`src/include/serial_eeprom_config.svh`:
```
`ifndef SERIAL_EEPROM_CONFIG_SVH
`define SERIAL_EEPROM_CONFIG_SVH

// eight blocks picked by the block field of the control byte
`define SE_BANK_COUNT 8

// bytes in one block
`define SE_BANK_DEPTH 256

// upper nibble of a valid control byte
`define SE_DEVICE_CODE 4'b1010

// flops on each bus line before edge detection
`define SE_SYNC_STAGES 2

`endif

```
`src/design/serial_eeprom_pkg.sv`:
```
package serial_eeprom_pkg;

    // one-cycle pulses from the bus detector, plus the sampled data level
    typedef struct packed {
        logic start;
        logic stop;
        logic clk_rise;
        logic clk_fall;
        logic data;
    } bus_events_t;

    // control byte as it arrives msb first
    typedef struct packed {
        logic [3:0] device_code;
        logic [2:0] block;
        logic       rw;
    } ctrl_byte_t;

    // received byte seen as control or as plain address/data
    typedef union packed {
        ctrl_byte_t ctrl;
        logic [7:0] raw;
    } rx_byte_u;

    // write strobe broadcast to all banks
    typedef struct packed {
        logic       en;
        logic [2:0] block;
        logic [7:0] addr;
        logic [7:0] data;
    } mem_write_t;

    // location of the current read
    typedef struct packed {
        logic [2:0] block;
        logic [7:0] addr;
    } mem_read_t;

endpackage

```
`src/design/bus_condition_detect.sv`:
```
`include "serial_eeprom_config.svh"

module bus_condition_detect (
    input  logic                           scl,
    input  logic                           rst_n,
    input  logic                           bus_clk,
    input  logic                           bus_data,
    output serial_eeprom_pkg::bus_events_t events
);

    logic [`SE_SYNC_STAGES-1:0] clk_sync;
    logic [`SE_SYNC_STAGES-1:0] data_sync;
    logic                       clk_prev;
    logic                       data_prev;
    logic                       clk_now;
    logic                       data_now;

    assign clk_now  = clk_sync[`SE_SYNC_STAGES-1];
    assign data_now = data_sync[`SE_SYNC_STAGES-1];

    always_ff @(posedge scl or negedge rst_n)
    begin
        if (!rst_n)
        begin
            // idle bus is high on both lines
            clk_sync  <= '1;
            data_sync <= '1;
            clk_prev  <= 1'b1;
            data_prev <= 1'b1;
            events    <= '0;
        end
        else
        begin
            clk_sync  <= {clk_sync[`SE_SYNC_STAGES-2:0], bus_clk};
            data_sync <= {data_sync[`SE_SYNC_STAGES-2:0], bus_data};
            clk_prev  <= clk_now;
            data_prev <= data_now;

            events.clk_rise <= clk_now & ~clk_prev;
            events.clk_fall <= ~clk_now & clk_prev;
            // data moving while the clock stays high
            events.start    <= clk_now & clk_prev & data_prev & ~data_now;
            events.stop     <= clk_now & clk_prev & ~data_prev & data_now;
            events.data     <= data_now;
        end
    end

endmodule

```
`config.mk`:
```
export PLATFORM = sky130hd
export DESIGN_NAME = bus_condition_detect
export DESIGN_NICKNAME = d
export VERILOG_FILES = /design/src/design/serial_eeprom_pkg.sv /design/src/design/bus_condition_detect.sv
export VERILOG_INCLUDE_DIRS = /design/src /design/src/include
export SDC_FILE = /design/constraint.sdc
export NUM_CORES = 1
export LEC_CHECK = 0
export BUFFER_PORTS_ARGS = -buffer_cell sky130_fd_sc_hd__buf_2
export CAP_MARGIN = 10
export CORE_AREA = 5 5 42 44
export DETAILED_ROUTE_END_ITERATION = 8
export DIE_AREA = 0 0 47 49
export SYNTH_ARGS = -nofsm -noshare
export SYNTH_HDL_FRONTEND = slang
export SYNTH_SLANG_ARGS = --single-unit
export TNS_END_PERCENT = 100
```
`constraint.sdc`:
```
create_clock -name scl -period 1 [get_ports scl]
set_input_delay 0.1 -clock scl [delete_from_list [all_inputs] [get_ports scl]]
set_output_delay 0.1 -clock scl [all_outputs]
set_load 0.01 [all_outputs]
```
==> impl_metrics.tcl <==
set metrics [dict create \
    status "complete, no violations" \
    cts_tree "yes" \
    tns_ps 0 \
    grt_pass1_wl_um 793 \
    clk_path_buf_depth 2 \
    pin_count 9 \
    setup_ws_ps 148.5 \
    cp-start-kind "register" \
    core_um2 1401 \
    dp_slack_ps 159.4 \
    final_util_pct 30.80 \
    grt_max_degree 12 \
    finalCriticalPeriod_ps 851.5 \
    crit_path_end_kind "output pin" \
    numPortBuffers 8 \
    layout_commonest_cell "buf_2" \
    clk_pin_slew_ps 60 \
    yosysTopAreaCellShare_pct 50.00 \
    yosysWarnings 0 \
    viasPerCell 3.891 \
    clock_latency_ps 260 \
    setup_viol_count_final 0 \
    max-cap-violations 0 \
    maxSlewHeadroom_pct 84.41 \
    synth_top_cells_by_area "dfstp_2 (50%), dfrtp_1 (40%), and4b_1 (6.3%)" \
    dieArea_um2 2303 \
    drtIter0Drc 0 \
    cts_root_buf "clkbuf_4" \
    rows 14 \
    period_share_pct 85.15 \
    syn2layout_area_growth_pct 36.90 \
    critPathTopFamily "flip-flops" \
    netlist_area_um2 315.3 \
    layout_common_cells "buf_2 (8), dfstp_2 (6), dfrtp_1 (5)" \
    n_antenna_cell 0 \
    critPathKind "reg -> out" \
    arrival_ps 750 \
    drt-pass1-iter-count 1 \
    grtUsageTotal_pct 5.199 \
    route.detailed.drc 0 \
    antenna_found_initial 0 \
    final_nets 35 \
    worstRegToRegCells 1 \
    powerDensity_nw_per_um2 1883 \
    yosysSeqAreaShare_pct 89.68 \
    critical_path_peak_fanout 1 \
    initial_utilization_pct 22.50 \
    drive_gt1_share_pct 56.67 \
    die_y_um 49 \
    cpPeakStageDelay_ps 360 \
    post_cts_resized 0 \
    rr_endpoint "events[4]" \
    synth_largest_area_cell "dfstp_2" \
    gp_congestion 0.7103 \
    fin_skew_ps 3.152 \
    leakage_nw 0.2079 \
    slew_violations 0 \
    antenna_left 0 \
    post-place-cells 39 \
    wl_per_cell_um 9.935 \
    fin_hold_ws_ps 221.9 \
    worst-path-buf-inv 1 \
    cts_buffers 3 \
    rr_startpoint "data_sync[1]" \
    hold_viol 0 \
    synth_nets 19 \
    slowest_stage "dfrtp_1" \
    syn_inst 15 \
    final_cells 46 \
    grt_pass1_vias 217 \
    rsz0062_at_grt "no" \
    crit_start "events[2]" \
    syn_avg_cell_area_um2 21.02 \
    h-tree-depth 1 \
    grt-ovfl-total 0 \
    die_w_um 47 \
    clock_sinks 11 \
    peakVddDrop_mv 0.6659 \
    hp-class "in -> async" \
    synth_cell_types 4 \
    wirelength_um 457 \
    cp_cell_sequence "buf_2" \
    fmax_ghz 1.174 \
    worst-r2r-setup-slack_ps 150 \
    synth-seq-cells 11 \
    worst_pin_slew_ps 233.8 \
    vias 179 \
    required_ps 900 \
]
==> cell type report <==
type / count / area, um2
Clock buffer: 4 / 26.28
Multi-Input combinational cell: 4 / 32.53
Timing Repair Buffer: 11 / 70.07
Fill cell: 155 / 969.7
Tap cell: 16 / 20.02
Sequential cell: 11 / 282.8
==> synthesized netlist by cell type (all sizes together) <==
cell   count
nor2b      2
dfrtp      5
dfstp      6
and4b      2
==> worst max-delay path by stage <==
stage	to	slack, ps	depth (start not counted)
2_1_floorplan	events[4]	190	1
3_5_place_dp	events[4]	160	1
5_1_grt	events[4]	110	1
6_report	events[2]	150	1
3_3_place_gp	events[4]	180	1
4_1_cts	events[2]	130	1
==> power breakdown <==
part           total (W)  switching, W  internal (W)  leakage, nW
clock           0.000288      0.000134      0.000154       0.0150
sequential      0.000485    0.00000945      0.000475        0.128
combinational  0.0000400     0.0000187     0.0000212       0.0649
==> sequential cells by signal, summed over array words and instances (netlist names) <==
signal / count
clk_prev: 1
clk_sync: 2
data_prev: 1
data_sync: 2
events: 5
==> metal layers <==
layer  vias up  part of all wire (%)  track usage (%)
li1         78                     -                -
met1        90                    27            3.645
met2        11                    55            8.824
met3         0                    18            5.535
met4         0                     0            1.382
met5         -                     0                0
==> metrics by stage <==
stage                     area (um2)  total power [W]
final                          431.7        0.0008128
after global routing           431.7        0.0008629
after CTS                      431.7        0.0008312
after detailed placement       375.4        0.0005259
after global placement         375.4        0.0005207
after floorplan                315.3        0.0004998
==> what timing repair did <==
action / 4_1_cts / 5_1_grt
hold buffers: 3 / 0
endpoints found under the hold margin: 13 / 0
setup buffers: 0 / 0
==> kinds of logic (layout without fill, tap and decap cells) <==
logic type | Yosys count | count (layout) | synth area share (%)
AND/OR/NAND/NOR | 4 | 4 | 10.32
flip-flops | 11 | 11 | 89.68
buffers and inverters | 0 | 15 | 0
Note: power is estimated with default switching activity, not from simulation.
