[config.mk]
export PLATFORM = sky130hd
export DESIGN_NAME = memory_bank
export DESIGN_NICKNAME = d
export VERILOG_FILES = /design/src/design/serial_eeprom_pkg.sv /design/src/design/memory_bank.sv
export VERILOG_INCLUDE_DIRS = /design/src /design/src/include
export SDC_FILE = /design/constraint.sdc
export NUM_CORES = 2
export LEC_CHECK = 0
export BUFFER_PORTS_ARGS = -buffer_cell sky130_fd_sc_hd__buf_2
export CORE_MARGIN = 1
export CORE_UTILIZATION = 53
export CTS_BUF_LIST = sky130_fd_sc_hd__clkbuf_2 sky130_fd_sc_hd__clkbuf_4 sky130_fd_sc_hd__clkbuf_8
export DETAILED_ROUTE_END_ITERATION = 8
export PLACE_DENSITY = 0.73
export SLEW_MARGIN = 20
export SYNTH_ARGS = -nofsm -noshare
export SYNTH_HDL_FRONTEND = slang
export SYNTH_SLANG_ARGS = --single-unit
[constraint.sdc]
create_clock -name scl -period 5.46 [get_ports scl]
set_input_delay 0.273 -clock scl [delete_from_list [all_inputs] [get_ports scl]]
set_output_delay 0.273 -clock scl [all_outputs]
set_load 0.005 [all_outputs]
[src/include/serial_eeprom_config.svh]
`ifndef SERIAL_EEPROM_CONFIG_SVH
`define SERIAL_EEPROM_CONFIG_SVH

// eight blocks picked by the block field of the control byte
`define SE_BANK_COUNT 8

// bytes in one block
`define SE_BANK_DEPTH 256

// upper nibble of a valid control byte
`define SE_DEVICE_CODE 4'b1010

// flops on each bus line before edge detection
`define SE_SYNC_STAGES 2

`endif

[src/design/serial_eeprom_pkg.sv]
package serial_eeprom_pkg;

    // one-cycle pulses from the bus detector, plus the sampled data level
    typedef struct packed {
        logic start;
        logic stop;
        logic clk_rise;
        logic clk_fall;
        logic data;
    } bus_events_t;

    // control byte as it arrives msb first
    typedef struct packed {
        logic [3:0] device_code;
        logic [2:0] block;
        logic       rw;
    } ctrl_byte_t;

    // received byte seen as control or as plain address/data
    typedef union packed {
        ctrl_byte_t ctrl;
        logic [7:0] raw;
    } rx_byte_u;

    // write strobe broadcast to all banks
    typedef struct packed {
        logic       en;
        logic [2:0] block;
        logic [7:0] addr;
        logic [7:0] data;
    } mem_write_t;

    // location of the current read
    typedef struct packed {
        logic [2:0] block;
        logic [7:0] addr;
    } mem_read_t;

endpackage

[src/design/memory_bank.sv]
`include "serial_eeprom_config.svh"

module memory_bank #(
    parameter int bank_index = 0
) (
    input  logic                          scl,
    input  serial_eeprom_pkg::mem_write_t mem_write,
    input  serial_eeprom_pkg::mem_read_t  mem_read,
    output logic [7:0]                    rd_data
);

    logic [7:0] mem [`SE_BANK_DEPTH];
    logic       hit;

    // every bank sees the strobe, only the addressed one takes it
    assign hit = mem_write.en && (mem_write.block == 3'(bank_index));

    always_ff @(posedge scl)
    begin
        if (hit)
            mem[mem_write.addr] <= mem_write.data;
    end

    // read word follows the read address every cycle
    always_ff @(posedge scl)
    begin
        rd_data <= mem[mem_read.addr];
    end

endmodule

==> impl_results.md <==
* Core Rows at 141
* Startpoint types: register
* Worst-path clk slew at roughly 0.060 ns
* # IOs at 40
* Buffers and inverters on the worst path at 0
* Post-Route WL at 186000 um
* Die width at about 400 um
* YS warnings at 0
* Worst R2R Setup Slack at 2.19 ns
* Crit path max-delay family: compound AO/OA/AOI/OAI gates
* Die height at 389 um
* DR vias at between 30000 and 40000
* Critical Path AT at approximately 4.1 ns
* Hold Path Class: in -> reg
* RePlAce Congestion at 0.871
* Area delta synth->final at 10.6%
* Syn_area_per_cell at 20.8 sq um
* Worst hold margin at around 0.090 ns
* Port Buffers at 36
* HPWL Detailed at 109000 um
* Placed cells at 5626
* First-pass GRT wire length at 270000 um
* Synth Instances at 3814
* Tot GR Track Use at 0.248
* DR WL/cell at 30.1 um
* Core Area at 148000 sq um
* Cell taking the most area after synthesis: edfxtp_1
* CTS tree: yes
* PwrDens at between 300 and 400 nW/um^2
* FF+latch count, synth at 2056
* Mapped Nets at just under 4000
* Final setup fails at 0
* Post-Syn Area at 79500 sq um
* Maximum vdd drop at 0.221 mV
* Worst setup EP type: register
* Clock Skews at around 0.055 ns
* Synth async-reset ratio at 0
* Status: finished clean
* Crit path time final at 3.27 ns
* Max FO, Critical Path at 1
* Vias in the first global route at 39800
* Sum of negative setup slack at 0 ns
* Critical path's largest stage delay at 0.74 ns
* Clock root cell: clkbuf_8
* Final period util at 0.599
* RSZ-0062 raised after global routing: false
* Longest Clk Path Bufs at 4
* Slowest CP cell: a221oi_1
* Ys flop type: edfxtp_1
* Count leader, synth: edfxtp_1
* FMAX at 306 MHz
* Max Slew Vio Count at 0
* Worst path cell trace: mux4_2, a22o_1, a221oi_1, o32ai_1, nor3_1, nor4_1
* CTS buffer count at 325
* Ranking of synthesized cells by area: edfxtp_1 77%, mux4_2 12%, mux2i_1 2.1%, a22oi_1 1.5%, nor2_1 1.4%
* Via density at 6.44
* # DRC at 0
* H-tree depth at 5
* Post-synth top area share at 0.774
* Max-Cap Viols at 0
* GRT overflow at 0
* Drt pass-1 iters at 6
* Die ar. at roughly 150000 sq um
* Worst skew pair latency at 1.01 ns
* Hold Fails Final Rpt at 0
* Detailed Route Iter0 Violations at 5216
* Crit Path Class: reg -> reg
* Sink Count at between 2000 and 2500
* Leakage at 27.3 nW
* Worst path required time at roughly 6.3 ns
* EDFF count, synth at 2048
* Initial antenna violation count at 7
* Worst-margin pin slew at 1.20 ns
* Seq/Total Area, Yosys at 0.776
* Detail Route Antenna Nets at 0
* Library cells used by synthesis at 51
* Nets@finish at 4068
* Largest net degree at the start of global routing at about 150
* Share of layout cells above drive strength 1 at 0.247
* Overall Power at 31.3 mW
* Initial Util at 0.536
* Finished Layout Cells at 6205
* Post-synth top cells: 2048 x edfxtp_1, 422 x mux4_2, 290 x nor2_1, 163 x mux2i_1, 155 x a22oi_1
* Slew margin rel. at 0.191
==> path summary, 6_finish.rpt <==
check                     from           to  cells past startpoint
hold reg to reg     mem[37][0]   rd_data[0]                      5
setup reg to reg   mem[115][2]   rd_data[2]                      6
hold / removal    mem_write[2]  mem[136][2]                      1
setup / recovery   mem[115][2]   rd_data[2]                      6
==> final cells by class <==
cell class	instances	area, sq um
Inverter	2	7.51
Antenna cell	3	7.51
Timing Repair Buffer	132	1200
Multi-Input combinational cell	1519	16500
Sequential cell	2056	61700
Fill cell	10300	60300
Clock buffer	431	5320
Clock inverter	132	761
Tap cell	1930	2410
==> per-layer routing <==
layer | global-route usage | wire, um | vias to the layer above
met5 | 0 | 0 | -
met4 | 0.0883 | 5730 | 0
met3 | 0.0594 | 20100 | 361
met2 | 0.380 | 88400 | 2343
met1 | 0.351 | 72200 | 20800
li1 | - | - | 16400
==> sequential cells by signal, indices dropped and copies added (netlist names) <==
register  cells
mem        2048
rd_data       8
==> cells by family (layout without fill, tap and decap cells) <==
kind of cell,count (synthesis),count (layout),synth area share
flops,2056,2056,0.776
mux,603,603,0.143
simple gates,487,487,0.0275
compound gates,429,429,0.0372
buf+inv,239,697,0.0165
other cells,0,3,0
==> report_power, final <==
part	switching, mW	internal [mW]
Clock	5.73	6.65
Combinational	0.982	0.493
Sequential	0.0238	17.4
==> stage by stage <==
stage               setup slack, ns   util  area (sq um)
CTS                            2.31  0.593         87900
global placement               1.64  0.551         81700
detailed placement             1.59  0.551         81700
finish                         2.19  0.593         87900
floorplan                      3.19      -         79500
global route                   2.31  0.593         87900
==> cells in the final DEF (no fill, tap or decap), drive strengths merged, types with 4 or more instances in the layout <==
cell type / Yosys / layout
inv: 2 / 5
nand2b: 10 / 10
a21oi: 79 / 79
mux2i: 163 / 163
nand3: 29 / 29
dlygate4sd3: 0 / 13
o22ai: 65 / 65
nor2: 290 / 290
clkinv: 0 / 115
o31a: 6 / 6
nor4: 28 / 28
nor2b: 28 / 28
o21ai: 26 / 26
mux4: 422 / 422
edfxtp: 2048 / 2048
a22o: 5 / 5
and2: 5 / 5
nand2: 43 / 43
nor3: 20 / 20
buf: 124 / 111
bufinv: 0 / 7
o32ai: 4 / 4
a22oi: 155 / 155
or2: 6 / 6
mux2: 18 / 18
dfxtp: 8 / 8
a221oi: 9 / 9
o221ai: 32 / 32
clkbuf: 113 / 439
a31oi: 10 / 10
clkinvlp: 0 / 7
a211oi: 27 / 27
nand4: 13 / 13
==> repair_timing <==
action                                  CTS  global route
buffers inserted                          0             0
endpoints found under the setup margin    0             0
hold buffers                             13             0
endpoints found under the hold margin   389             0
gates resized for setup                   0             0
No activity file was read; power rests on OpenSTA's default activity.
