<file path="config.mk">
export PLATFORM = sky130hd
export DESIGN_NAME = read_select
export DESIGN_NICKNAME = d
export VERILOG_FILES = /design/src/design/serial_eeprom_pkg.sv /design/src/design/read_select.sv
export VERILOG_INCLUDE_DIRS = /design/src /design/src/include
export SDC_FILE = /design/constraint.sdc
export NUM_CORES = 1
export LEC_CHECK = 0
export ABC_AREA = 0
export ABC_CLOCK_PERIOD_IN_PS = 800
export BUFFER_PORTS_ARGS = -buffer_cell sky130_fd_sc_hd__buf_2
export CORE_MARGIN = 3
export CORE_UTILIZATION = 33
export CTS_CLUSTER_SIZE = 10
export DETAILED_ROUTE_END_ITERATION = 10
export PLACE_DENSITY_LB_ADDON = 0.08
export SLEW_MARGIN = 20
export SYNTH_ARGS = -nofsm -noshare
export SYNTH_HDL_FRONTEND = slang
export SYNTH_SLANG_ARGS = --single-unit
export TNS_END_PERCENT = 5
</file>
<file path="constraint.sdc">
create_clock -name scl -period 0.8 [get_ports scl]
set_input_delay 0.08 -clock scl [delete_from_list [all_inputs] [get_ports scl]]
set_output_delay 0.08 -clock scl [all_outputs]
set_load 0.02 [all_outputs]
</file>
<file path="src/include/serial_eeprom_config.svh">
`ifndef SERIAL_EEPROM_CONFIG_SVH
`define SERIAL_EEPROM_CONFIG_SVH

// eight blocks picked by the block field of the control byte
`define SE_BANK_COUNT 8

// bytes in one block
`define SE_BANK_DEPTH 256

// upper nibble of a valid control byte
`define SE_DEVICE_CODE 4'b1010

// flops on each bus line before edge detection
`define SE_SYNC_STAGES 2

`endif

</file>
<file path="src/design/serial_eeprom_pkg.sv">
package serial_eeprom_pkg;

    // one-cycle pulses from the bus detector, plus the sampled data level
    typedef struct packed {
        logic start;
        logic stop;
        logic clk_rise;
        logic clk_fall;
        logic data;
    } bus_events_t;

    // control byte as it arrives msb first
    typedef struct packed {
        logic [3:0] device_code;
        logic [2:0] block;
        logic       rw;
    } ctrl_byte_t;

    // received byte seen as control or as plain address/data
    typedef union packed {
        ctrl_byte_t ctrl;
        logic [7:0] raw;
    } rx_byte_u;

    // write strobe broadcast to all banks
    typedef struct packed {
        logic       en;
        logic [2:0] block;
        logic [7:0] addr;
        logic [7:0] data;
    } mem_write_t;

    // location of the current read
    typedef struct packed {
        logic [2:0] block;
        logic [7:0] addr;
    } mem_read_t;

endpackage

</file>
<file path="src/design/read_select.sv">
`include "serial_eeprom_config.svh"

module read_select (
    input  logic                               scl,
    input  logic                               rst_n,
    input  logic [`SE_BANK_COUNT-1:0][7:0]     bank_data,
    input  serial_eeprom_pkg::mem_read_t       mem_read,
    output logic [7:0]                         read_byte
);

    logic [7:0] picked;

    // block field names the bank
    assign picked = bank_data[mem_read.block];

    always_ff @(posedge scl or negedge rst_n)
    begin
        if (!rst_n)
        begin
            read_byte <= '0;
        end
        else
        begin
            read_byte <= picked;
        end
    end

endmodule

</file>
==> results.toml, run 1 <==
[clock_network]
cts_sinks = 8
tritoncts = "done"
htreeDepth = 1
clk_pin_slew_ns = 0.05
cts_made_buffers = 3
cts_root_buffer = "clkbuf_4"
clk_path_buf_depth = 2
post_cts_buffers = 0

[timing]
period_needed_ns = 0.9491
worst_pin_slew_ns = 0.2544
final-max-slew-violation-count = 0
finalWorstSetupSlack_ns = -0.1491
rsz0062_at_grt = "true"
relSlewSlack_pct = 83.04
fin_crit_sh_pct = 118.6
fmax_mhz = 1054
setup_viol = 16
final_hold_viol_count = 0

[worst_setup_path]
worst-endpoint-required_ns = 0.93
worstSetupEndpointType = "flop"
critPathKind = "input port to flop"
crit_fanout = 8
cp-start-kind = "input port"
cp.arrival_ns = 1.08

[yosys]
synth_top_family_by_area = "multiplexers"
synth-xor-area-share_pct = 0
synth_nets = 114
synth_top_cell_area_share_pct = 52.50
synthTopCellsByArea = "mux4_1 (53%), dfrtp_1 (27%), mux2_2 (12%)"
synth.distinct_cells = 9
yosys_warnings = 0
synth_fa_ha_area_share_pct = 0
ys_seq_elements = 8
synth_compound_area_share_pct = 0
seq_area_frac_synth_pct = 26.67
synth_area_per_cell_sq_um = 20.29
synth_simple_gate_area_share_pct = 0
synthMuxAreaShare_pct = 67.50
yosysTopAreaCell = "mux4_1"
netlist_instances = 37
synth_area_sq_um = 750.7

[finish]
nNetsFinal = 195
instances_no_fill = 143
drive_gt1_share_pct = 92.24
final_core_util_pct = 59.04
reg.largest.list = "read_byte: 8 flops"
insertedDiodeCount = 0
num-fill-cells = 175
largest_register_ffs = 8
area_growth_pct = 62.17
top_register = "read_byte"

[placement]
dpl.hpwl_microns = 1961
globalplace.congestion = 0.7123
dp_cells = 138
port_buffers = 76

[flow_run]
drv_cap = 0

[power]
power_density_nw_per_um2 = 1142
p_leak_uw = 0.0006195
ir_drop_uv = 707.4

[global_routing]
grt.overflow.total = 0
grt_pass1_vias = 791
grt.total_usage_pct = 17.44
antenna_found_initial = 0
grt_pass1_wl_microns = 3443
grt_max_degree = 11

[route]
avgViaCountPerCell = 4.902
route.detailed.wl_per_inst_microns = 15.94
drtIter0Drc = 10
drt_wl_total_microns = 2279
drt_pass1_iterations = 2
drc = 0
dr_total_vias = 701
final_antenna_net_count = 0

[die]
fp.dieW_microns = 53.70
dieArea_sq_um = 2883
ios = 85
die_y_microns = 53.70
rows = 16
start_util_pct = 36.41
core_area_sq_um = 2062

[run_status]
run_status = "finished, violations left"
violations = "setup timing"

[worst_hold_path]
hold_path.class = "input port to asynchronous set/reset pin"
==> synth_stat cells (all sizes together) <==
master	n
mux4	16
dfrtp	8
mux2	8
buf	4
clkbuf	1
==> area by class of cell <==
class / count / area, sq um / area share [%]
Tap cell: 27 / 33.78 / 2.775
Clock buffer: 3 / 22.52 / 1.850
Timing Repair Buffer: 81 / 480.5 / 39.47
Sequential cell: 8 / 200.2 / 16.44
Multi-Input combinational cell: 24 / 480.5 / 39.47
==> where the power goes <==
group | switching (uW) | total, uW | internal [uW]
Clock | 121 | 292 | 171
Sequential | 13.8 | 470 | 456
Combinational | 232 | 628 | 396
==> worst max-delay path, cell delays in order <==
cell	delay, ns
buf_12	0.09
buf_12	0.13
mux4_2	0.51
mux2_4	0.27
==> layout by cell type (no fill, tap or decap) <==
| cell type | n |
|---|---|
| buf_2 | 75 |
| buf_12 | 3 |
| mux2_4 | 8 |
| clkbuf_4 | 3 |
| buf_4 | 1 |
| buf_16 | 1 |
| dfrtp_1 | 8 |
| mux4_2 | 16 |
| dlygate4sd3_1 | 1 |
==> layer usage <==
metal / GRT usage [%] / wire (microns)
met1: 18.98 / 794
met5: 0 / 0
met3: 4.709 / 242
met4: 5.106 / 8
met2: 32.46 / 1234
==> metrics by stage <==
| step | hold WS (ns) | worst slack, ns | area, sq um | total power, uW | setup TNS, ns |
|---|---|---|---|---|---|
| 2_1_floorplan | -0.2156 | -0.3729 | 728.2 | 788.9 | -2.983 |
| 3_3_place_gp | -0.06980 | -0.4935 | 1135 | 1034 | -3.840 |
| 3_5_place_dp | -0.07385 | -0.5248 | 1135 | 1036 | -3.953 |
| 4_1_cts | 0.1970 | -0.1473 | 1217 | 1418 | -1.490 |
| 5_1_grt | 0.2190 | -0.1608 | 1217 | 1477 | -1.732 |
| 6_report | 0.1963 | -0.1491 | 1217 | 1390 | -1.394 |
==> what timing repair did <==
| action | 4_1_cts | 5_1_grt |
|---|---|---|
| hold endpoints to repair | 8 | 0 |
| gates cloned | 1 | 0 |
| hold buffers | 1 | 0 |
| setup endpoints to repair | 16 | 16 |
| resized for setup | 19 | 0 |
==> path summary, 6_finish.rpt <==
path	start	cells past startpoint	to	slack [ns]
worst max-delay path	mem_read[8]	4	read_byte[7]	-0.15
worst min-delay path	rst_n	2	read_byte[5]	0.20
max in group asynchronous	rst_n	2	read_byte[1]	0.44
min in group scl	mem_read[9]	2	read_byte[3]	0.27
==> cells by family (layout without fill, tap and decap cells) <==
| family | count (synthesis) | after routing |
|---|---|---|
| muxes | 24 | 24 |
| DFF | 8 | 8 |
| buffers and inverters | 5 | 84 |
No activity file was read; power rests on OpenSTA's default activity.
==> run 2: changes to the inputs <==
--- a/config.mk
+++ b/config.mk
@@ -9,6 +9,7 @@
 export ABC_AREA = 0
 export ABC_CLOCK_PERIOD_IN_PS = 800
 export BUFFER_PORTS_ARGS = -buffer_cell sky130_fd_sc_hd__buf_2
+export CAP_MARGIN = 20
 export CORE_MARGIN = 3
 export CORE_UTILIZATION = 33
 export CTS_CLUSTER_SIZE = 10
==> constraint.sdc (replaced) <==
create_clock -name scl -period 0.8 [get_ports scl]
set_input_delay 0.04 -clock scl [delete_from_list [all_inputs] [get_ports scl]]
set_output_delay 0.04 -clock scl [all_outputs]
set_load 0.02 [all_outputs]
==> run 2 against run 1 <==
  * Non-clock buffer count is the same
  * Final cell count is the same
  * Combinational power is essentially flat
  * Sequential power is essentially flat
  * Hold slack lost 0.033 ns
  * Sequential share of layout area is essentially flat
  * Critical endpoint is now read_byte[0]
  * Utilization grew 0.12 points
  * Flip-flop and latch count is the same
  * The run still ends with setup timing left
  * First-iteration DRC count shrank 80%
==> results.toml, run 2 (synthesis results as in run 1) <==
[clock_network]
cts_root_buffer = "clkbuf_4"
clk_path_buf_depth = 2
htreeDepth = 1
cts_sinks = 8
tritoncts = "done"
cts_made_buffers = 3
post_cts_buffers = 0
clk_pin_slew_ns = 0.05

[worst_setup_path]
critPathKind = "input port to flop"
worstSetupEndpointType = "flop"
critPathSlowestCell = "mux4_2"
crit_fanout = 8
worst-endpoint-required_ns = 0.92
crit_family = "multiplexers"
cpPeakStageDelay_ns = 0.49
worst-path-stages = 4
cp_common_cell = "buf_12"
cp.arrival_ns = 1.03
cp-start-kind = "input port"
crit_chain = "buf_12, buf_12, mux4_2, mux2_4"
critPathBufInv = 2

[power]
p_leak_uw = 0.0006174
power_density_nw_per_um2 = 1133
power.total_uw = 1382
ir_drop_uv = 636.3

[route]
drt_pass1_iterations = 4
drtIter0Drc = 2
avgViaCountPerCell = 4.832
dr_total_vias = 691
drc = 0
route.detailed.wl_per_inst_microns = 15.08
final_antenna_net_count = 0
drt_wl_total_microns = 2156

[timing]
relSlewSlack_pct = 82.96
fin_crit_sh_pct = 113.3
final-max-slew-violation-count = 0
worst_pin_slew_ns = 0.2556
final_hold_viol_count = 0
fmax_mhz = 1104
finalWorstSetupSlack_ns = -0.1062
setup_viol = 9
period_needed_ns = 0.9062
rsz0062_at_grt = "true"

[global_routing]
grt_pass1_vias = 779
grt.total_usage_pct = 16.48
antenna_found_initial = 0
grt_max_degree = 11
grt.overflow.total = 0
grt_pass1_wl_microns = 3277

[die]
die_y_microns = 53.70
dieArea_sq_um = 2883
start_util_pct = 36.41
core_area_sq_um = 2062
fp.dieW_microns = 53.70
ios = 85
rows = 16

[finish]
largest_register_ffs = 8
most-common-layout-cells = "buf_2 (74), mux4_2 (16), dfrtp_1 (8)"
reg.largest.list = "read_byte: 8 flops"
nNetsFinal = 195
top_register = "read_byte"
final_common_cell = "buf_2"
drive_gt1_share_pct = 92.24
insertedDiodeCount = 0
area_growth_pct = 62.50

[placement]
place_ws_ns = -0.4887
port_buffers = 76
globalplace.congestion = 0.7123
dpl.hpwl_microns = 1918

[worst_hold_path]
hold_path.class = "input port to asynchronous set/reset pin"

[run_status]
violations = "setup timing"
run_status = "finished, violations left"

[flow_run]
drv_cap = 0
==> run 2: cell counts in the layout (fill, tap and decap cells not counted) <==
Identical to the previous run, type by type.
==> run 2: path summary, 6_finish.rpt <==
kind / start / to / slack (ns)
worst max-delay path: mem_read[8] / read_byte[0] / -0.11
worst min-delay path: rst_n / read_byte[3] / 0.16
max in group asynchronous: rst_n / read_byte[1] / 0.48
min in group scl: mem_read[9] / read_byte[4] / 0.24
==> run 2: final cells by class <==
type / count / area [sq um]
Multi-Input combinational cell: 24 / 476.7
Tap cell: 27 / 33.78
Sequential cell: 8 / 200.2
Clock buffer: 3 / 22.52
Timing Repair Buffer: 81 / 486.7
Fill cell: 186 / 842.1
==> run 2: timing repair <==
item,in CTS,in global routing
hold buffers,1,0
gates resized for setup,18,2
cloned,1,0
setup endpoints to repair,10,16
hold endpoints to repair,8,0
==> run 2: layer usage <==
layer	routed length [microns]	vias to the layer above	global-route usage, %
li1	-	321	-
met2	1151	45	30.44
met4	19	0	5.106
met1	754	323	18.04
met5	0	-	0
met3	229	2	4.432
==> run 2: through the flow <==
stage	TNS [ns]	hold slack [ns]	std cells	area (sq um)	utilization (%)
CTS	-0.8473	0.1522	143	1214	58.86
global route	-1.067	0.1824	143	1220	59.16
detailed placement	-3.666	-0.1162	138	1135	55.04
floorplan	-2.663	-0.2556	37	728.2	-
global placement	-3.520	-0.1098	138	1135	55.04
finish	-0.8212	0.1632	143	1220	59.16
==> run 2: power by group <==
part           internal [uW]  total (uW)  switching, uW
combinational            400         629            229
sequential               456         470           13.6
clock                    170         283            113
==> run 3: changes to the inputs <==
--- a/config.mk
+++ b/config.mk
@@ -14,7 +14,7 @@
 export CORE_UTILIZATION = 33
 export CTS_CLUSTER_SIZE = 10
 export DETAILED_ROUTE_END_ITERATION = 10
-export PLACE_DENSITY_LB_ADDON = 0.08
+export PLACE_DENSITY = 0.81
 export SLEW_MARGIN = 20
 export SYNTH_ARGS = -nofsm -noshare
 export SYNTH_HDL_FRONTEND = slang
==> run 3 against run 2 <==
  * The run still ends with setup timing left
  * Sequential power is 2% higher
  * Maximum frequency is 1.4% lower
  * Sequential share of layout area is 0.051 points higher
  * Flip-flop and latch count stayed put
  * Clock-buffer cell count stayed put
  * Hold slack worse by 0.030 ns
  * Setup slack worse by 0.013 ns
  * Utilization is 0.18 points lower
==> results.toml, run 3 (synthesis results as in run 1) <==
[timing]
relSlewSlack_pct = 82.21
fin_crit_sh_pct = 114.9
worst_pin_slew_ns = 0.2668
rsz0062_at_grt = "true"
fmax_mhz = 1088
final_hold_viol_count = 0
final-max-slew-violation-count = 0
finalWorstSetupSlack_ns = -0.1194
setup_viol = 15
period_needed_ns = 0.9194

[worst_setup_path]
crit_fanout = 8
critPathBufInv = 2
cp-start-kind = "input port"
critPathKind = "input port to flop"
crit_chain = "buf_8, buf_12, mux4_2, mux2_4"
crit_family = "multiplexers"
worstSetupEndpointType = "flop"
critPathSlowestCell = "mux4_2"
cp.arrival_ns = 1.05
worst-path-stages = 4
cpPeakStageDelay_ns = 0.50
worst-endpoint-required_ns = 0.93

[flow_run]
drv_cap = 0

[finish]
drive_gt1_share_pct = 92.17
reg.largest.list = "read_byte: 8 flops"
top_register = "read_byte"
num-fill-cells = 188
final_core_util_pct = 58.98
area_growth_pct = 62.00
insertedDiodeCount = 0
final_common_cell = "buf_2"
final_area_sq_um = 1216
nNetsFinal = 194
most-common-layout-cells = "buf_2 (72), mux4_2 (16), dfrtp_1 (8)"
instances_no_fill = 142
largest_register_ffs = 8

[placement]
dp_cells = 137
port_buffers = 76
globalplace.congestion = 0.7420
place_ws_ns = -0.4950
place_area_sq_um = 1127

[route]
drt_wl_total_microns = 2326
drt_pass1_iterations = 2
avgViaCountPerCell = 4.944
final_antenna_net_count = 0
route.detailed.wl_per_inst_microns = 16.38
drtIter0Drc = 8
drc = 0
dr_total_vias = 702

[clock_network]
cts_made_buffers = 3
htreeDepth = 1
tritoncts = "done"
clk_path_buf_depth = 2
cts_sinks = 8
cts_root_buffer = "clkbuf_4"
post_cts_buffers = 0
clk_pin_slew_ns = 0.06

[global_routing]
antenna_found_initial = 0
grt_max_degree = 17
grt_pass1_vias = 751
grt.total_usage_pct = 18.16
grt_pass1_wl_microns = 3546
grt.overflow.total = 0

[power]
p_clk_share_pct = 22.2
power_density_nw_per_um2 = 1183
p_leak_uw = 0.0006105
comb_power_share_pct = 44.5
ir_drop_uv = 582.8
p_seq_share_pct = 33.3
switchingPower_uw = 404.7
power.internal_uw = 1034
power.total_uw = 1439
swShare_pct = 28.13

[run_status]
violations = "setup timing"
run_status = "finished, violations left"

[die]
die_y_microns = 53.70
ios = 85
fp.dieW_microns = 53.70
rows = 16
dieArea_sq_um = 2883
core_area_sq_um = 2062
start_util_pct = 36.41

[worst_hold_path]
hold_path.class = "input port to asynchronous set/reset pin"
==> run 3: cell type report <==
type	instances	area [sq um]	share of cell area [%]
clock buffers	3	22.52	1.852
flip-flops and latches	8	200.2	16.46
well taps	27	33.78	2.778
repair buffers	80	486.7	40.02
multi-input cells	24	473.0	38.89
==> run 3: power by group through the flow <==
stage          clock network [uW]  logic, uW  registers (uW)
4_1_cts                       329        624             473
3_5_place_dp                    0        557             480
3_3_place_gp                    0        537             482
5_1_grt                       339        691             482
6_report                      320        640             479
2_1_floorplan                   0        244             545
==> run 3: worst paths after layout <==
check | from | end | slack (ns)
max | mem_read[8] | read_byte[0] | -0.12
min | rst_n | read_byte[5] | 0.13
max in group asynchronous | rst_n | read_byte[4] | 0.48
min in group scl | mem_read[9] | read_byte[3] | 0.21
==> run 3: what timing repair did <==
action,CTS,global route
endpoints found under the hold margin,8,0
gates cloned,1,0
hold buffers,1,0
setup endpoints to repair,16,16
resized for setup,16,6
==> run 3: stage by stage <==
stage | hold WS, ns | TNS (ns)
after floorplan | -0.2556 | -2.663
after global placement | -0.1123 | -3.458
after detailed placement | -0.1089 | -3.691
after CTS | 0.1430 | -0.9550
after global routing | 0.1687 | -1.244
final | 0.1328 | -0.8929
==> run 3: per-layer routing <==
layer,track usage [%],routed length (microns)
met5,0,0
met4,8.085,36
met3,3.324,245
met2,31.45,1134
met1,21.71,910
