**src/include/serial_eeprom_config.svh**
```systemverilog
`ifndef SERIAL_EEPROM_CONFIG_SVH
`define SERIAL_EEPROM_CONFIG_SVH

// eight blocks picked by the block field of the control byte
`define SE_BANK_COUNT 8

// bytes in one block
`define SE_BANK_DEPTH 256

// upper nibble of a valid control byte
`define SE_DEVICE_CODE 4'b1010

// flops on each bus line before edge detection
`define SE_SYNC_STAGES 2

`endif

```
**src/design/serial_eeprom_pkg.sv**
```systemverilog
package serial_eeprom_pkg;

    // one-cycle pulses from the bus detector, plus the sampled data level
    typedef struct packed {
        logic start;
        logic stop;
        logic clk_rise;
        logic clk_fall;
        logic data;
    } bus_events_t;

    // control byte as it arrives msb first
    typedef struct packed {
        logic [3:0] device_code;
        logic [2:0] block;
        logic       rw;
    } ctrl_byte_t;

    // received byte seen as control or as plain address/data
    typedef union packed {
        ctrl_byte_t ctrl;
        logic [7:0] raw;
    } rx_byte_u;

    // write strobe broadcast to all banks
    typedef struct packed {
        logic       en;
        logic [2:0] block;
        logic [7:0] addr;
        logic [7:0] data;
    } mem_write_t;

    // location of the current read
    typedef struct packed {
        logic [2:0] block;
        logic [7:0] addr;
    } mem_read_t;

endpackage

```
**src/design/transfer_sequencer.sv**
```systemverilog
`include "serial_eeprom_config.svh"

module transfer_sequencer (
    input  logic                          scl,
    input  logic                          rst_n,
    input  serial_eeprom_pkg::bus_events_t events,
    input  logic [7:0]                    read_byte,
    output serial_eeprom_pkg::mem_write_t mem_write,
    output serial_eeprom_pkg::mem_read_t  mem_read,
    output logic                          bus_data_low
);

    import serial_eeprom_pkg::*;

    typedef enum logic [2:0] {
        ST_IDLE,
        ST_CTRL,
        ST_ADDR,
        ST_DATA,
        ST_RD_CTRL,
        ST_RD_OUT,
        ST_WAIT_STOP
    } state_t;

    state_t     state;
    logic [3:0] bit_cnt;
    rx_byte_u   rx;
    logic [7:0] tx_shift;
    logic       receiving;
    logic       byte_ok;
    logic       ack_start;
    logic       ack_done;

    assign receiving = (state == ST_CTRL) || (state == ST_ADDR) ||
                       (state == ST_DATA) || (state == ST_RD_CTRL);

    // fall after the eighth bit, then fall after the ack bit
    assign ack_start = receiving && events.clk_fall && (bit_cnt == 4'd8);
    assign ack_done  = receiving && events.clk_fall && (bit_cnt == 4'd9);

    // only write control opens a transfer and only read control follows a repeated start
    always_comb
    begin
        case (state)
            ST_CTRL:
                byte_ok = (rx.ctrl.device_code == `SE_DEVICE_CODE) && !rx.ctrl.rw;
            ST_RD_CTRL:
                byte_ok = (rx.ctrl.device_code == `SE_DEVICE_CODE) && rx.ctrl.rw;
            default:
                byte_ok = 1'b1;
        endcase
    end

    always_ff @(posedge scl or negedge rst_n)
    begin
        if (!rst_n)
        begin
            state        <= ST_IDLE;
            bit_cnt      <= '0;
            bus_data_low <= 1'b0;
            mem_write    <= '0;
            mem_read     <= '0;
        end
        else
        begin
            mem_write.en <= 1'b0;

            if (events.stop)
            begin
                state        <= ST_IDLE;
                bit_cnt      <= '0;
                bus_data_low <= 1'b0;
            end
            else if (events.start)
            begin
                // start right after the address byte is the random read turnaround
                state        <= (state == ST_DATA) ? ST_RD_CTRL : ST_CTRL;
                bit_cnt      <= '0;
                bus_data_low <= 1'b0;
            end
            else if (receiving)
            begin
                if (events.clk_rise && bit_cnt != 4'd9)
                    bit_cnt <= bit_cnt + 4'd1;

                if (ack_start)
                begin
                    if (byte_ok)
                    begin
                        bus_data_low <= 1'b1;
                        case (state)
                            ST_CTRL:    mem_read.block <= rx.ctrl.block;
                            ST_RD_CTRL: mem_read.block <= rx.ctrl.block;
                            ST_ADDR:    mem_read.addr  <= rx.raw;
                            default:    ;
                        endcase
                    end
                    else
                    begin
                        // no ack so the line stays high
                        state   <= ST_IDLE;
                        bit_cnt <= '0;
                    end
                end
                else if (ack_done)
                begin
                    bit_cnt      <= '0;
                    bus_data_low <= 1'b0;
                    case (state)
                        ST_CTRL:
                            state <= ST_ADDR;
                        ST_ADDR:
                            state <= ST_DATA;
                        ST_DATA:
                        begin
                            state     <= ST_WAIT_STOP;
                            mem_write <= '{en: 1'b1, block: mem_read.block,
                                           addr: mem_read.addr, data: rx.raw};
                        end
                        default:
                        begin
                            // first read bit goes out on this same fall
                            state        <= ST_RD_OUT;
                            bus_data_low <= ~read_byte[7];
                        end
                    endcase
                end
            end
            else if (state == ST_RD_OUT)
            begin
                if (events.clk_rise)
                    bit_cnt <= bit_cnt + 4'd1;

                if (events.clk_fall)
                begin
                    if (bit_cnt < 4'd8)
                    begin
                        bus_data_low <= ~tx_shift[7];
                    end
                    else
                    begin
                        // master gives the nack
                        bus_data_low <= 1'b0;
                        state        <= ST_WAIT_STOP;
                    end
                end
            end
        end
    end

    // shift registers
    always_ff @(posedge scl)
    begin
        if (receiving && events.clk_rise && bit_cnt < 4'd8)
            rx.raw <= {rx.raw[6:0], events.data};

        if (ack_done && state == ST_RD_CTRL)
            tx_shift <= {read_byte[6:0], 1'b0};
        else if (state == ST_RD_OUT && events.clk_fall && bit_cnt < 4'd8)
            tx_shift <= {tx_shift[6:0], 1'b0};
    end

endmodule

```
**config.mk**
```make
export PLATFORM = sky130hd
export DESIGN_NAME = transfer_sequencer
export DESIGN_NICKNAME = d
export VERILOG_FILES = /design/src/design/serial_eeprom_pkg.sv /design/src/design/transfer_sequencer.sv
export VERILOG_INCLUDE_DIRS = /design/src /design/src/include
export SDC_FILE = /design/constraint.sdc
export NUM_CORES = 1
export LEC_CHECK = 0
export ABC_AREA = 1
export BUFFER_PORTS_ARGS = -buffer_cell sky130_fd_sc_hd__buf_2
export CAP_MARGIN = 40
export CORE_MARGIN = 2
export CORE_UTILIZATION = 62
export CTS_BUF_LIST = sky130_fd_sc_hd__clkbuf_4 sky130_fd_sc_hd__clkbuf_8
export CTS_CLUSTER_SIZE = 8
export DETAILED_ROUTE_END_ITERATION = 7
export GPL_ROUTABILITY_DRIVEN = 0
export HOLD_SLACK_MARGIN = 0.12
export PLACE_DENSITY = 0.87
export SLEW_MARGIN = 15
export SYNTH_ARGS = -nofsm -noshare
export SYNTH_HDL_FRONTEND = slang
export SYNTH_SLANG_ARGS = --single-unit
```
**constraint.sdc**
```tcl
create_clock -name scl -period 4.1 [get_ports scl]
set_input_delay 0.205 -clock scl [delete_from_list [all_inputs] [get_ports scl]]
set_output_delay 0.205 -clock scl [all_outputs]
set_load 0.1 [all_outputs]
```
==> reports/results.tsv, run 1 <==
metric	value	unit
post-route ant nets	0	
final instance area	0.00304	mm²
top cell type by total area after synthesis	dfrtp_1	
Routed WL	4920	µm
worst reg2reg setup slack	2130	ps
CTS tree	yes	
Reg power frac	47.2	%
Design Power	1.45	mW
Initial Util	65.6	%
final setup TNS	0	ps
combinational share of power	32.8	%
grt ovf	0	
largest net degree at the start of global routing	35	
commonest non-fill, non-tap cell in the layout	nand2_1	
Relative slew margins	52.4	%
critical path class	flip-flop to flip-flop	
commonest non-fill, non-tap cells in the layout	nand2_1, buf_2, dfrtp_1, inv_1, nand3_1	
register bit total from synthesis	54	
post-CTS setup buffer count	0	
die height	69.5	µm
Post-Syn Area per Cell	9.12	µm²
Reg-to-Reg End	mem_write[9]	
Area after DPL	0.00293	mm²
WP data required	4280	ps
r2r startpoint	bit_cnt[0]	
area of the core	0.00406	mm²
die width	69.5	µm
post-DR wirelength/cell	12.5	µm
fin nets	362	
Die Area	0.00484	mm²
DRT iter0 DRCs	165	
worst setup path startpoint	bit_cnt[0]	
count of final hold-check violations	0	
Final setup viols	0	
ant diodes	0	
top cell type's share of synthesized area	36.6	%
Multi-input gate area	0.00105	mm²
Root Buffer Master	clkbuf_8	
Max FO, Critical Path	28	
sequential area share after synthesis	53.5	%
clock power share	20.0	%
CTS resizes	0	
CTS H-tree lvls	2	
Ys Warns	0	
Hold Crit Class	input port to flip-flop	
Port-buffer cells	46	
Peak Freq	507	MHz
number of global-route vias before repair	1934	
VDD IR max	0.292	mV
slew of the pin with the lowest slew margin	712	ps
clock-pin slew on the worst setup and hold paths	90	ps
Slew Viols, Final	0	
CP Launch Type	flip-flop	
Sink Count	54	
global-route wire length before repair	8760	µm
Internal Power	897	µW
# Max-Cap Violations	0	
CP arrival	2160	ps
clock buffer count from CTS	5	
share of cells above drive strength 1	26.5	%
Worst Slack Setup Final	2130	ps
First-pass DRT Iterations	7	
switch share	38.2	%
syn nets	310	
initial antenna violation count	0	
top post-synthesis cells by area	dfrtp_1, edfxtp_1, nand2_1	
switching pwr	555	µW
dpl ws	2080	ps
Pleak	1.68	nW
fin crit period	1970	ps
IO Pins	47	
Synth cell types	26	
Global Route Usage Sum	22.2	%
clock insertion delay at the later pin of the skew report	290	ps
# hold bufs at CTS	2	
Synth Instances	292	
vias per cell	5.19	
dpl hpwl	3830	µm
clk_skew	7.16	ps
row count	23	
Reg2Reg Depth	9	
Crit. End Element	flip-flop	
Fill cells	284	
RSZ-0062 raised after global routing	no	
CP endpoint	mem_write[9]	
register area	0.00143	mm²
final core utilization	75.0	%
power per cell area	477	mW/mm²
post-route DRC violation count	0	
final cycle utilization of the critical path	48.1	%
clock buffer depth	2	
status	finished, final reports clean	
via count	2044	
Synth Cell Area	0.00266	mm²
P&R area growth vs syn	14.2	%
[power by group through the flow]
stage,combinational [mW],sequential (mW),clock [mW]
final,0.477,0.685,0.290
after global routing,0.541,0.696,0.319
after CTS,0.477,0.684,0.298
after detailed placement,0.477,0.695,0
after global placement,0.454,0.693,0
after floorplan,0.337,0.742,0
[layer usage]
layer  track usage [%]  vias to the layer above  routed length, µm
met5                 0                        -                  0
met4              3.92                        0                 25
met3              5.23                        4                268
met2              36.1                       60               2400
met1              31.2                      937               2230
li1                  -                     1043                  -
[state kept, by name, indices dropped and copies added (netlist names)]
register / cells
mem_write: 20
bit_cnt: 4
state: 3
rx: 8
tx_shift: 7
bus_data_low: 1
mem_read: 11
[cell usage after synthesis (all sizes together)]
library cell    n
nand3          23
a21oi           3
nand3b          1
ha              3
o22ai           1
nor3            3
nand4           4
o211ai          1
nand2         102
xor2            2
inv            34
clkinv          1
nor2           22
buf             6
dfrtp          39
edfxtp         15
mux2            6
o21ai          26
[logic make-up (layout without fill, tap and decap cells)]
| group | Yosys count | after routing | synth area share, % |
|---|---|---|---|
| buffers and inverters | 41 | 93 | 7.05 |
| muxes | 6 | 6 | 2.54 |
| adders and majority gates | 3 | 3 | 1.41 |
| and+or+nand+nor | 155 | 155 | 26.4 |
| AOI/OAI and AO/OA | 31 | 31 | 8.36 |
| xor gates and xnor gates | 2 | 2 | 0.658 |
| DFF | 54 | 54 | 53.5 |
[per-stage QoR]
stage                     cells  hold slack [ps]
after global routing        394              199
after floorplan             292            -90.6
after global placement      382              362
after CTS                   394              203
final                       394              209
after detailed placement    385             52.5
[how the worst min path moves through the flow]
stage	from	endpoint	depth (start not counted)
floorplan	rst_n	bit_cnt[0]	0
finish	read_byte[2]	tx_shift[3]	2
detailed placement	rst_n	bus_data_low	1
global route	read_byte[5]	tx_shift[6]	2
global placement	rst_n	bus_data_low	1
CTS	read_byte[2]	tx_shift[3]	2
[critical path, cell delays in order, from the launching register on]
cell and delay [ps]:
dfrtp_1 440, inv_1 120, ha_1 160, nand3_1 120
inv_1 140, nand3_4 120, nand3_4 330, clkinv_2 250
nand2_1 110, nand2_1 60
[layout make-up]
| cell class | count | share of cell area [%] |
|---|---|---|
| tap | 50 | 2.06 |
| timing repair buffer | 51 | 9.21 |
| clock buffer | 7 | 2.96 |
| multi-input combinational | 197 | 34.5 |
| sequential | 54 | 46.9 |
| inverter | 35 | 4.36 |
(Power assumes the default switching activity.)
==> run 2, diff against run 1 <==
Settings changed: ABC_AREA 1 to 0, CORE_UTILIZATION 62 to 52, PLACE_DENSITY 0.87 to 0.78.
Clock period 4.1 ns to 1.7 ns, I/O delays scaled along.
==> run 2 against run 1 <==
  * The run now ends with setup timing left
  * Via count grew 0.39%
  * Die area grew 14%
  * Sequential power grew 120%
==> reports/results.tsv, run 2 <==
metric	value	unit
status	complete, but fails checks	
failing checks	setup timing	
Max FO, Critical Path	4	
met1 Usage GRT	25.8	%
top post-synthesis cells by area	dfrtp_1, edfxtp_1, mux2_2	
clock-pin slew on the worst setup and hold paths	90	ps
Multi-input gate area	0.00133	mm²
Slew Viols, Final	0	
clock insertion delay at the later pin of the skew report	310	ps
Root Buffer Master	clkbuf_8	
Post-synth top cells	dfrtp_1, mux2_2, edfxtp_1	
Hold Crit Class	input port to flip-flop	
IO Pins	47	
via count	2052	
Ys Warns	0	
post-DR wirelength/cell	17.9	µm
CTS tree	yes	
CTS H-tree lvls	2	
slew of the pin with the lowest slew margin	487	ps
sequential area share after synthesis	55.8	%
area of the core	0.00472	mm²
row count	25	
Reg-to-Reg End	bit_cnt[0]	
Port-buffer cells	46	
Post-Syn Area per Cell	12.8	µm²
Reg power frac	41.3	%
share of cells above drive strength 1	56.7	%
clock buffer depth	2	
busiest layer in global routing	met2	
die height	74.1	µm
Relative slew margins	67.3	%
number of flip-flops in the largest register	20	
# Max-Cap Violations	0	
Fill cells	263	
DRT iter0 DRCs	146	
top cell type by total area after synthesis	dfrtp_1	
dpl hpwl	3910	µm
switching pwr	1.12	mW
Routed WL	6540	µm
syn nets	217	
Initial Util	54.1	%
post-route ant nets	0	
grt ovf	0	
RSZ-0062 raised after global routing	yes	
Reg2Reg Depth	5	
dpl ws	-248	ps
final core utilization	79.0	%
Peak Freq	526	MHz
met3 Use GR	3.93	%
CP arrival	2090	ps
Hold Crit Endpoint	state[2]	
min-delay src	events[4]	
initial antenna violation count	0	
number of synthesized flops with an enable pin	15	
ant diodes	0	
switch share	30.3	%
clock power share	24.7	%
CP Launch Type	flip-flop	
final setup TNS	-5750	ps
vias per cell	5.62	
VDD IR max	0.561	mV
Crit. End Element	flip-flop	
hold depth	4	
Global Route Usage Sum	21.4	%
GR Util met2	38.6	%
top cell type's share of synthesized area	38.2	%
WP data required	1890	ps
power per cell area	986	mW/mm²
die width	74.1	µm
Pleak	1.73	nW
fin crit period	1900	ps
post-route DRC violation count	0	
final cycle utilization of the critical path	112	%
critical path class	flip-flop to flip-flop	
largest registers	mem_write x20, mem_read x11, rx x8	
Top FF cell, synth	dfrtp_1	
Synth Cell Area	0.00255	mm²
Final setup viols	54	
global-route wire length before repair	8890	µm
Worst Slack Setup Final	-200	ps
Synth cell types	47	
clock buffer count from CTS	5	
register area	0.00143	mm²
Internal Power	2.56	mW
Sink Count	54	
register bit total from synthesis	54	
count of final hold-check violations	0	
commonest non-fill, non-tap cells in the layout	buf_2, dfrtp_1, buf_4, mux2_4, edfxtp_1	
largest net degree at the start of global routing	40	
P&R area growth vs syn	46.1	%
worst reg2reg setup slack	-200	ps
Biggest register	mem_write	
fin nets	315	
Post-synth ARST share	72.2	%
Synth Instances	199	
Die Area	0.00549	mm²
First-pass DRT Iterations	4	
clk_skew	12.5	ps
combinational share of power	34.0	%
number of global-route vias before repair	1930	
commonest non-fill, non-tap cell in the layout	buf_2	
r2r startpoint	state[0]	
-- run 2: changes by cell type after synthesis, moves of 6 or more --
cell,delta
nand3_1,-21
a21oi_1,+6
nand2_1,-89
inv_1,-29
mux2_2,+33
o21ai_2,-17
-- run 2: final cells by class --
class / instances / area share, %
flip-flops and latches: 54 / 38.3
multi-input cells: 130 / 35.5
repair buffers: 101 / 20.2
well taps: 67 / 2.25
clock buffers: 6 / 2.21
clock inverters: 2 / 1.04
inverters: 5 / 0.503
-- run 2: per-stage QoR --
| stage | power [mW] | cells | hold slack (ps) | area, µm² |
|---|---|---|---|---|
| after floorplan | 2.14 | 199 | -211 | 2680 |
| after global placement | 2.50 | 336 | 156 | 3200 |
| after detailed placement | 2.53 | 336 | 165 | 3200 |
| after CTS | 3.57 | 361 | 154 | 3550 |
| after global routing | 3.83 | 365 | 194 | 3730 |
| final | 3.68 | 365 | 164 | 3730 |
-- run 2: cell families after synthesis --
group           synth area share (%)
simple gates                    10.0
mux                             17.6
buf+inv                         2.69
fa+ha+maj                       1.47
compound gates                  10.7
xor+xnor                        1.67
flops                           55.8
-- run 2: worst max-delay path: stages, from the launching register on --
cell and delay [ps]:
dfrtp_1 390, or3b_4 440, xor2_4 180, a2111oi_4 430
nor4b_2 100, o31a_1 250
-- run 2: worst max-delay path by stage --
| stage | from | depth (start not counted) | slack, ps | endpoint |
|---|---|---|---|---|
| after floorplan | state[0] | 7 | -280 | bit_cnt[0] |
| after global placement | state[0] | 5 | -190 | bit_cnt[2] |
| after detailed placement | state[0] | 5 | -250 | bit_cnt[2] |
| after CTS | bit_cnt[1] | 7 | -160 | state[0] |
| after global routing | state[1] | 7 | -330 | bit_cnt[2] |
| final | state[0] | 5 | -200 | bit_cnt[0] |
-- run 2: what timing repair did --
| item | CTS | global route |
|---|---|---|
| gates resized for setup | 22 | 26 |
| endpoints found under the setup margin | 59 | 59 |
| hold buffers | 10 | 0 |
| gates cloned | 0 | 3 |
| setup buffers | 7 | 2 |
| pin swaps | 8 | 9 |
| hold endpoints to repair | 48 | 0 |
-- run 2: power groups by stage --
stage | sequential, mW | combinational, mW | clock [mW]
floorplan | 1.56 | 0.579 | 0
global placement | 1.54 | 0.961 | 0
detailed placement | 1.54 | 0.995 | 0
CTS | 1.52 | 1.14 | 0.910
global route | 1.53 | 1.34 | 0.957
finish | 1.52 | 1.25 | 0.910
-- run 2: metal layers --
layer  vias up  part of all wire (%)
met2        83                    53
met5         -                     0
met4         0                   2.2
li1        933                     -
met3        19                   3.8
met1      1017                    41
